$ cat config.mk
export PLATFORM = sky130hd
export DESIGN_NAME = spw_tx
export DESIGN_NICKNAME = d
export VERILOG_FILES = /design/src/design/spw_tx_pkg.sv /design/src/design/spw_tx_credit.sv /design/src/design/spw_tx_link_fsm.sv /design/src/design/spw_tx_char_shift.sv /design/src/design/spw_tx_ds_encoder.sv /design/src/design/spw_tx.sv
export VERILOG_INCLUDE_DIRS = /design/src /design/src/design
export SDC_FILE = /design/constraint.sdc
export NUM_CORES = 1
export LEC_CHECK = 0
export BUFFER_PORTS_ARGS = -buffer_cell sky130_fd_sc_hd__clkbuf_2
export CAP_MARGIN = 0
export CELL_PAD_IN_SITES_DETAIL_PLACEMENT = 0
export CELL_PAD_IN_SITES_GLOBAL_PLACEMENT = 1
export CORE_MARGIN = 5
export CORE_UTILIZATION = 52
export CTS_CLUSTER_DIAMETER = 30
export CTS_CLUSTER_SIZE = 16
export DETAILED_ROUTE_END_ITERATION = 8
export GPL_TIMING_DRIVEN = 0
export PLACE_DENSITY_LB_ADDON = 0.1
export SYNTH_ARGS = -nofsm -noshare
export SYNTH_HDL_FRONTEND = slang
export SYNTH_HIERARCHICAL = 1
export SYNTH_SLANG_ARGS = --single-unit
$ cat constraint.sdc
create_clock -name pclk_tx -period 7.2 [get_ports pclk_tx]
set_input_delay 0 -clock pclk_tx [delete_from_list [all_inputs] [get_ports pclk_tx]]
set_output_delay 0 -clock pclk_tx [all_outputs]
set_load 0.01 [all_outputs]
$ cat src/design/spw_tx_params.svh
//------------------------------
// SpaceWire transmitter constants
// Character widths, lengths, control codes and the
// flow-control credit limits
//------------------------------
`ifndef SPW_TX_PARAMS_SVH
`define SPW_TX_PARAMS_SVH

// N-char layout, bit 8 is the control flag
`define SPW_DATA_W       8
`define SPW_NCHAR_W      9

// Character lengths in line bits, EEP shares the EOP length
`define SPW_LEN_NULL     8
`define SPW_LEN_FCT      4
`define SPW_LEN_EOP      4
`define SPW_LEN_DATA     10

// Control codes, sent LSB first after the flag
`define SPW_CODE_FCT     2'b00
`define SPW_CODE_EOP     2'b01
`define SPW_CODE_EEP     2'b10
`define SPW_CODE_ESC     2'b11

// Flow control
`define SPW_CREDIT_STEP  8
`define SPW_CREDIT_MAX   56
`define SPW_FCT_OWED_MAX 7

`endif

$ cat src/design/spw_tx_pkg.sv
//------------------------------
// SpaceWire transmitter types
// Character kinds and link states
//------------------------------
`default_nettype none

package spw_tx_pkg;

	// Character on the line
	typedef enum logic [2:0] {
		NULL,
		FCT,
		EOP,
		EEP,
		DATA
	} char_kind_e;

	// Link start-up sequence
	typedef enum logic [1:0] {
		START,
		NULLS,
		NULL_FCT,
		FULL
	} link_state_e;

endpackage

`default_nettype wire

$ cat src/design/spw_tx_credit.sv
//------------------------------
// SpaceWire TX flow control
// Receive credit from incoming FCTs and the count of
// FCTs this end still has to send
//------------------------------
`default_nettype none
`timescale 1ns/1ns
`include "spw_tx_params.svh"

module spw_tx_credit (
	input  logic       pclk_tx,
	input  logic       enable_tx,
	input  logic       gotfct_tx_i,
	input  logic       send_fct_now_i,
	input  logic       nchar_sent_i,
	input  logic       fct_sent_i,
	output logic       credit_avail_o,
	output logic [2:0] fct_owed_o
);

	localparam int CREDIT_W = $clog2(`SPW_CREDIT_MAX + 1);
	localparam logic [CREDIT_W:0] CREDIT_STEP = `SPW_CREDIT_STEP;
	localparam logic [CREDIT_W:0] CREDIT_MAX = `SPW_CREDIT_MAX;
	localparam logic [3:0] OWED_MAX = `SPW_FCT_OWED_MAX;

	logic                gotfct_q;
	logic                send_fct_now_q;
	logic                gotfct_rise;
	logic                fct_now_rise;
	logic [CREDIT_W-1:0] credit_q;
	logic [CREDIT_W:0]   credit_sum;
	logic [3:0]          owed_sum;

	// Only rising edges count
	assign gotfct_rise  = gotfct_tx_i & ~gotfct_q;
	assign fct_now_rise = send_fct_now_i & ~send_fct_now_q;

	// One extra bit so the ceiling check sees the carry
	assign credit_sum = {1'b0, credit_q} + (gotfct_rise ? CREDIT_STEP : '0)
		- {{CREDIT_W{1'b0}}, nchar_sent_i};
	assign owed_sum = {1'b0, fct_owed_o} + {3'b000, fct_now_rise}
		- {3'b000, fct_sent_i};

	assign credit_avail_o = (credit_q != '0);

	always_ff @(posedge pclk_tx or negedge enable_tx)
	begin
		if (!enable_tx)
		begin
			gotfct_q       <= 1'b0;
			send_fct_now_q <= 1'b0;
			credit_q       <= '0;
			fct_owed_o     <= OWED_MAX[2:0];
		end
		else
		begin
			gotfct_q       <= gotfct_tx_i;
			send_fct_now_q <= send_fct_now_i;

			// Saturate at the credit ceiling
			if (credit_sum > CREDIT_MAX)
			begin
				credit_q <= CREDIT_MAX[CREDIT_W-1:0];
			end
			else
			begin
				credit_q <= credit_sum[CREDIT_W-1:0];
			end

			if (owed_sum > OWED_MAX)
			begin
				fct_owed_o <= OWED_MAX[2:0];
			end
			else
			begin
				fct_owed_o <= owed_sum[2:0];
			end
		end
	end

	//------------------------------
	// Checks
	//------------------------------
	a_credit_ceiling: assert property (@(posedge pclk_tx) disable iff (!enable_tx)
		{1'b0, credit_q} <= CREDIT_MAX);

	// An N-char may only have been started with credit in hand
	a_sent_with_credit: assert property (@(posedge pclk_tx) disable iff (!enable_tx)
		nchar_sent_i |-> credit_q != '0);

endmodule

`default_nettype wire

$ cat src/design/spw_tx_link_fsm.sv
//------------------------------
// SpaceWire TX link state machine
// Walks START, NULLS, NULL_FCT and FULL and picks the
// character sent at each boundary
//------------------------------
`default_nettype none
`timescale 1ns/1ns
`include "spw_tx_params.svh"

module spw_tx_link_fsm (
	input  logic                     pclk_tx,
	input  logic                     enable_tx,
	input  logic                     send_null_tx_i,
	input  logic                     send_fct_tx_i,
	input  logic                     txwrite_tx_i,
	input  logic                     credit_avail_i,
	input  logic                     char_done_i,
	input  logic                     shift_idle_i,
	input  logic [2:0]               fct_owed_i,
	input  logic [`SPW_NCHAR_W-1:0]  data_tx_i,
	output logic                     char_start_o,
	output logic                     nchar_sent_o,
	output logic                     fct_sent_o,
	output logic                     ready_tx_data_o,
	output spw_tx_pkg::char_kind_e   char_kind_o,
	output logic [`SPW_NCHAR_W-1:0]  nchar_o
);

	spw_tx_pkg::link_state_e state_q;
	spw_tx_pkg::link_state_e state_d;
	spw_tx_pkg::char_kind_e  sending_q;
	spw_tx_pkg::char_kind_e  nchar_kind;
	logic                    boundary;
	logic                    sending_nchar;
	logic                    fct_due;
	logic                    nchar_ok;

	assign boundary      = char_done_i | shift_idle_i;
	assign sending_nchar = sending_q inside {spw_tx_pkg::EOP, spw_tx_pkg::EEP, spw_tx_pkg::DATA};

	// End-of-character strobes
	assign nchar_sent_o    = char_done_i & sending_nchar;
	assign fct_sent_o      = char_done_i & (sending_q == spw_tx_pkg::FCT);
	assign ready_tx_data_o = char_done_i & sending_nchar;

	// The FCT finishing now is still in the owed count
	assign fct_due = fct_sent_o ? (fct_owed_i > 3'd1) : (fct_owed_i != 3'd0);

	// Source only updates data_tx_i after the ready pulse
	assign nchar_ok = txwrite_tx_i & credit_avail_i & ~ready_tx_data_o;

	assign nchar_kind = !data_tx_i[`SPW_NCHAR_W-1] ? spw_tx_pkg::DATA :
		(data_tx_i[1:0] == 2'b00) ? spw_tx_pkg::EOP : spw_tx_pkg::EEP;

	always_comb
	begin
		state_d      = state_q;
		char_start_o = 1'b0;
		char_kind_o  = spw_tx_pkg::NULL;
		case (state_q)
			spw_tx_pkg::START:
			begin
				if (send_null_tx_i)
				begin
					state_d = spw_tx_pkg::NULLS;
				end
			end
			spw_tx_pkg::NULLS:
			begin
				char_start_o = boundary;
				if (boundary && send_fct_tx_i)
				begin
					state_d = spw_tx_pkg::NULL_FCT;
				end
			end
			spw_tx_pkg::NULL_FCT:
			begin
				char_start_o = boundary;
				if (fct_due)
				begin
					char_kind_o = spw_tx_pkg::FCT;
				end
				if (boundary && send_fct_tx_i && credit_avail_i)
				begin
					state_d = spw_tx_pkg::FULL;
				end
			end
			default:
			begin
				// FULL, FCT first, then N-char, then NULL
				char_start_o = boundary;
				if (fct_due)
				begin
					char_kind_o = spw_tx_pkg::FCT;
				end
				else if (nchar_ok)
				begin
					char_kind_o = nchar_kind;
				end
			end
		endcase
	end

	always_ff @(posedge pclk_tx or negedge enable_tx)
	begin
		if (!enable_tx)
		begin
			state_q   <= spw_tx_pkg::START;
			sending_q <= spw_tx_pkg::NULL;
		end
		else
		begin
			state_q <= state_d;
			if (char_start_o)
			begin
				sending_q <= char_kind_o;
			end
		end
	end

	// Held for the whole N-char
	always_ff @(posedge pclk_tx)
	begin
		if (char_start_o && char_kind_o inside {spw_tx_pkg::EOP, spw_tx_pkg::EEP,
			spw_tx_pkg::DATA})
		begin
			nchar_o <= data_tx_i;
		end
	end

	a_start_on_boundary: assert property (@(posedge pclk_tx) disable iff (!enable_tx)
		char_start_o |-> (char_done_i || shift_idle_i));

endmodule

`default_nettype wire

$ cat src/design/spw_tx_char_shift.sv
//------------------------------
// SpaceWire TX character serializer
// Parity, flag, then code or data bits, LSB first
// Parity covers the previous character's bits
//------------------------------
`default_nettype none
`timescale 1ns/1ns
`include "spw_tx_params.svh"

module spw_tx_char_shift (
	input  logic                    pclk_tx,
	input  logic                    enable_tx,
	input  logic                    char_start_i,
	input  spw_tx_pkg::char_kind_e  char_kind_i,
	input  logic [`SPW_NCHAR_W-1:0] nchar_i,
	output logic                    bit_o,
	output logic                    bit_valid_o,
	output logic                    char_done_o,
	output logic                    shift_idle_o
);

	localparam int VEC_W = `SPW_LEN_DATA;
	localparam int CNT_W = $clog2(VEC_W);

	// Inner parity between ESC and FCT of a NULL
	localparam logic NULL_PAR = ~(^`SPW_CODE_ESC ^ 1'b1);

	spw_tx_pkg::char_kind_e kind_q;
	logic                   active_q;
	logic [CNT_W-1:0]       cnt_q;
	logic                   par_q;
	logic [CNT_W-1:0]       len_cur;
	logic [`SPW_DATA_W-1:0] last_bits;
	logic                   par_new;
	logic [VEC_W-1:0]       char_vec;

	function automatic logic [CNT_W-1:0] char_len(input spw_tx_pkg::char_kind_e kind);
		case (kind)
			spw_tx_pkg::NULL: return CNT_W'(`SPW_LEN_NULL);
			spw_tx_pkg::FCT:  return CNT_W'(`SPW_LEN_FCT);
			spw_tx_pkg::DATA: return CNT_W'(`SPW_LEN_DATA);
			default:          return CNT_W'(`SPW_LEN_EOP);
		endcase
	endfunction

	// A NULL ends in an FCT code
	function automatic logic [1:0] char_code(input spw_tx_pkg::char_kind_e kind);
		case (kind)
			spw_tx_pkg::NULL: return `SPW_CODE_FCT;
			spw_tx_pkg::FCT:  return `SPW_CODE_FCT;
			spw_tx_pkg::EOP:  return `SPW_CODE_EOP;
			default:          return `SPW_CODE_EEP;
		endcase
	endfunction

	//------------------------------
	// Parity
	//------------------------------
	// kind_q is the character in flight, or the last one sent;
	// nchar_i still holds its data until the next N-char starts
	always_comb
	begin
		if (kind_q == spw_tx_pkg::DATA)
		begin
			last_bits = nchar_i[`SPW_DATA_W-1:0];
		end
		else
		begin
			last_bits = {{(`SPW_DATA_W - 2){1'b0}}, char_code(kind_q)};
		end
	end

	assign par_new = ~(^last_bits ^ (char_kind_i != spw_tx_pkg::DATA));

	//------------------------------
	// Bit selection
	//------------------------------
	always_comb
	begin
		case (kind_q)
			spw_tx_pkg::DATA:
				char_vec = {nchar_i[`SPW_DATA_W-1:0], 1'b0, par_q};
			spw_tx_pkg::NULL:
				char_vec = {2'b00, `SPW_CODE_FCT, 1'b1, NULL_PAR, `SPW_CODE_ESC, 1'b1, par_q};
			default:
				char_vec = {{(VEC_W - 4){1'b0}}, char_code(kind_q), 1'b1, par_q};
		endcase
	end

	assign len_cur      = char_len(kind_q);
	assign bit_o        = char_vec[cnt_q];
	assign bit_valid_o  = active_q;
	assign char_done_o  = active_q & (cnt_q == len_cur - CNT_W'(1));
	assign shift_idle_o = ~active_q;

	always_ff @(posedge pclk_tx or negedge enable_tx)
	begin
		if (!enable_tx)
		begin
			active_q <= 1'b0;
			cnt_q    <= '0;
			kind_q   <= spw_tx_pkg::NULL;
			par_q    <= 1'b0;
		end
		else if (char_start_i)
		begin
			active_q <= 1'b1;
			cnt_q    <= '0;
			kind_q   <= char_kind_i;
			par_q    <= par_new;
		end
		else if (char_done_o)
		begin
			active_q <= 1'b0;
		end
		else if (active_q)
		begin
			cnt_q <= cnt_q + CNT_W'(1);
		end
	end

	a_cnt_in_char: assert property (@(posedge pclk_tx) disable iff (!enable_tx)
		active_q |-> cnt_q < char_len(kind_q));

endmodule

`default_nettype wire

$ cat src/design/spw_tx_ds_encoder.sv
//------------------------------
// SpaceWire data-strobe encoder
// Registered D and S line outputs
//------------------------------
`default_nettype none
`timescale 1ns/1ns

module spw_tx_ds_encoder (
	input  logic pclk_tx,
	input  logic enable_tx,
	input  logic bit_i,
	input  logic bit_valid_i,
	output logic tx_dout_o,
	output logic tx_sout_o
);

	always_ff @(posedge pclk_tx or negedge enable_tx)
	begin
		if (!enable_tx)
		begin
			tx_dout_o <= 1'b0;
			tx_sout_o <= 1'b0;
		end
		else if (bit_valid_i)
		begin
			tx_dout_o <= bit_i;
			// Strobe moves when data does not
			if (bit_i == tx_dout_o)
			begin
				tx_sout_o <= ~tx_sout_o;
			end
		end
	end

	// One line transition per bit
	a_ds_one_edge: assert property (@(posedge pclk_tx) disable iff (!enable_tx)
		bit_valid_i |=> ($changed(tx_dout_o) != $changed(tx_sout_o)));

endmodule

`default_nettype wire

$ cat src/design/spw_tx.sv
//------------------------------
// SpaceWire link transmitter
// Flow control, link FSM, serializer and DS encoder
//------------------------------
`default_nettype none
`timescale 1ns/1ns
`include "spw_tx_params.svh"

module spw_tx (
	input  logic                    pclk_tx,
	input  logic                    enable_tx,
	input  logic                    txwrite_tx,
	input  logic                    send_null_tx,
	input  logic                    send_fct_tx,
	input  logic                    gotfct_tx,
	input  logic                    send_fct_now,
	input  logic [`SPW_NCHAR_W-1:0] data_tx_i,
	output logic                    tx_dout_o,
	output logic                    tx_sout_o,
	output logic                    ready_tx_data_o
);

	logic                    credit_avail;
	logic [2:0]              fct_owed;
	logic                    nchar_sent;
	logic                    fct_sent;
	logic                    char_start;
	spw_tx_pkg::char_kind_e  char_kind;
	logic [`SPW_NCHAR_W-1:0] nchar;
	logic                    char_done;
	logic                    shift_idle;
	logic                    tx_bit;
	logic                    bit_valid;

	spw_tx_credit u_credit (
		.pclk_tx        (pclk_tx),
		.enable_tx      (enable_tx),
		.gotfct_tx_i    (gotfct_tx),
		.send_fct_now_i (send_fct_now),
		.nchar_sent_i   (nchar_sent),
		.fct_sent_i     (fct_sent),
		.credit_avail_o (credit_avail),
		.fct_owed_o     (fct_owed)
	);

	spw_tx_link_fsm u_link_fsm (
		.pclk_tx         (pclk_tx),
		.enable_tx       (enable_tx),
		.send_null_tx_i  (send_null_tx),
		.send_fct_tx_i   (send_fct_tx),
		.txwrite_tx_i    (txwrite_tx),
		.credit_avail_i  (credit_avail),
		.char_done_i     (char_done),
		.shift_idle_i    (shift_idle),
		.fct_owed_i      (fct_owed),
		.data_tx_i       (data_tx_i),
		.char_start_o    (char_start),
		.nchar_sent_o    (nchar_sent),
		.fct_sent_o      (fct_sent),
		.ready_tx_data_o (ready_tx_data_o),
		.char_kind_o     (char_kind),
		.nchar_o         (nchar)
	);

	spw_tx_char_shift u_char_shift (
		.pclk_tx      (pclk_tx),
		.enable_tx    (enable_tx),
		.char_start_i (char_start),
		.char_kind_i  (char_kind),
		.nchar_i      (nchar),
		.bit_o        (tx_bit),
		.bit_valid_o  (bit_valid),
		.char_done_o  (char_done),
		.shift_idle_o (shift_idle)
	);

	spw_tx_ds_encoder u_ds_encoder (
		.pclk_tx     (pclk_tx),
		.enable_tx   (enable_tx),
		.bit_i       (tx_bit),
		.bit_valid_i (bit_valid),
		.tx_dout_o   (tx_dout_o),
		.tx_sout_o   (tx_sout_o)
	);

endmodule

`default_nettype wire

==> impl_metrics.ini <==
[sta]
slew_violations = 0
hold_viol = 0
relSlewSlack = 0.263
worst_pin_slew_ns = 1.10
rsz0062_at_grt = false
fin_skew_ns = 0.0100
post-route-min-period_ns = 4.09
max_freq_mhz = 245
setup_viol = 0
fin_setup_tns_ns = 0
fin_crit_sh = 0.568

[floorplan]
io_pins = 19
die_y_um = 76.3
fp-row-count = 24
core_um2 = 4320
initial_utilization = 0.529
die_area_um2 = 5820
die_x_um = 76.3

[logic_synthesis]
synth_area_um2 = 2290
yosys_warnings = 6
synth_nets = 247
syn_avg_cell_area_um2 = 10.8
syn-instance-count = 211

[final_layout]
drive_gt1_frac = 0.193
stdcell_area_um2 = 2650
nets = 284
antenna_cells = 0
final_core_util = 0.613
layout.cells.non_filler = 301
syn_to_final_growth_pct = 16.0
fill_cells = 366

[place]
place_area_um2 = 2440
placed_cells = 281
dp_hpwl_mm = 3.28
gp_congestion = 0.843
portBuffers = 18

[critical_path]
r2r_slack_ns = 3.11
cp_cell_sequence = buf_6 -> nor3b_1 -> o21ai_1 -> nor3_1 -> nand3b_1 -> nand2_1 -> ha_1 -> inv_1 -> ha_1 -> fa_1 -> and3_1 -> or3_1 -> a211oi_2 -> a211oi_1
crit_required_ns = 7.33
r2r_end = u_credit/credit_q[0]
timing.rr.start = u_char_shift/kind_q[1]
path_buf_inv = 2
cpLargestDelayFamily = simple AND/OR/NAND/NOR gates
crit_fanout = 9
critical_path.endpoint_type = flip-flop
start_kind = flip-flop
worstSetupPathType = flip-flop to flip-flop
cpMostUsedCell = ha_1
worst_path_largest_cell_delay_ns = 0.48
r2r_cells = 14
cp_slowest_cell = nor3_1
arrival_ns = 4.22

[cts]
clock-sinks = 35
root_buffer = clkbuf_8
ctsHtreeMaxLevel = 2
cts_inserted_buffers = 5
cts_max_path_buffers = 2
clk-insertion-delay-late_ns = 0.28
clk_pin_slew_ns = 0.07
cts_tree = yes

[drt]
vias_per_cell = 5.42
vias = 1631
drt_first_pass_iters = 4
drc = 0
detail-route-antenna-nets = 0
routed_wl_mm = 4.30
drt_iter0_drc = 56
wl_per_cell_um = 14.3

[global_routing]
grt_pass1_wl_mm = 7.89
grt_max_degree = 28
antenna_found_initial = 0
grt_pass1_vias = 1806
grt_use_total = 0.163
grt-ovfl-total = 0

[power_and_ir_drop]
internal_power_uw = 567
combPwrFrac = 0.527
seqPwrFrac = 0.318
p_sw_frac = 0.391
ir_drop_mv = 0.195
power_switching_uw = 365
powerDensity_nw_per_um2 = 351
clockPowerShare = 0.155
p_leak_uw = 0.00122

[min_path]
hold_path_end = u_link_fsm/state_q[0]
holdCritStartpoint = send_fct_tx
hold_path_class = primary input to flip-flop
hold_depth = 4

[run]
maxCapViolCount = 0

[outcome]
outcome = complete, no violations
-- worst min-delay path: cells and delay by family --
kind / cells / cell delay, ns
buffers and inverters: 1 / 0.08
AOI/OAI and AO/OA: 2 / 0.24
muxes: 1 / 0.12
-- worst max path at each step --
stage	depth (start not counted)	start	end
after floorplan	14	u_char_shift/kind_q[2]	u_credit/credit_q[0]
after global placement	14	u_char_shift/kind_q[1]	u_credit/credit_q[2]
after detailed placement	14	u_char_shift/kind_q[1]	u_credit/credit_q[2]
after CTS	14	u_char_shift/kind_q[1]	u_credit/credit_q[0]
after global routing	14	u_char_shift/kind_q[0]	u_credit/credit_q[2]
final	14	u_char_shift/kind_q[1]	u_credit/credit_q[0]
-- power by group through the flow --
stage	combinational [uW]	sequential, uW	clock [uW]
after floorplan	388	293	0
after global placement	459	296	0
after detailed placement	487	300	0
after CTS	494	296	149
after global routing	546	304	159
final	492	296	145
-- through the flow --
stage	worst slack [ns]	hold WS [ns]	power (uW)
after floorplan	3.75	-0.296	681
after global placement	3.30	0.0737	755
after detailed placement	3.21	0.0771	787
after CTS	3.16	0.214	940
after global routing	2.85	0.226	1010
final	3.11	0.206	932
-- layout make-up --
cell class	count	area (um2)	share of cell area
well taps	52	65.1	0.0245
plain buffers	8	55.1	0.0208
clock buffers	7	86.3	0.0325
repair buffers	30	210	0.0792
multi-input cells	147	1230	0.465
clock inverters	1	5.00	0.00189
inverters	21	78.8	0.0297
flip-flops and latches	35	920	0.347
-- per-layer routing --
layer | track usage | vias to the layer above | wire, um
li1 | - | 825 | -
met1 | 0.188 | 776 | 1890
met2 | 0.293 | 24 | 2240
met3 | 0.0366 | 6 | 111
met4 | 0.0559 | 0 | 63
met5 | 0 | - | 0
-- what timing repair did --
action                                 in CTS  in global routing
resized for setup                           0                  0
buffers inserted                            0                  0
endpoints found under the hold margin      35                  0
hold buffers                               12                  0
-- cell usage in the layout (no fill, tap or decap), types with 3 or more instances in the layout --
master / n
o21ai_1: 4
nand2_1: 11
xor2_1: 4
dfstp_2: 3
mux2i_1: 4
nand3b_1: 3
nor2_1: 11
clkbuf_8: 6
edfxtp_1: 8
ha_1: 18
o21ai_0: 4
nor3_1: 4
nor2b_1: 5
a21o_1: 3
a211oi_1: 4
xnor2_1: 7
inv_1: 21
dfrtp_1: 24
mux2_2: 3
clkbuf_1: 3
nor3b_1: 3
clkbuf_2: 18
dlygate4sd3_1: 12
a21oi_1: 7
nand2b_1: 7
-- flip-flops by register name, indices dropped and copies added, names as in the netlist, 2 cells and up --
| name | count |
|---|---|
| u_char_shift/cnt_q | 4 |
| u_credit/fct_owed_o | 3 |
| u_credit/credit_q | 6 |
| u_link_fsm/sending_q | 3 |
| u_link_fsm/state_q | 2 |
| u_char_shift/kind_q | 3 |
| u_link_fsm/nchar_o | 8 |
Note: power is estimated with default switching activity, not from simulation.
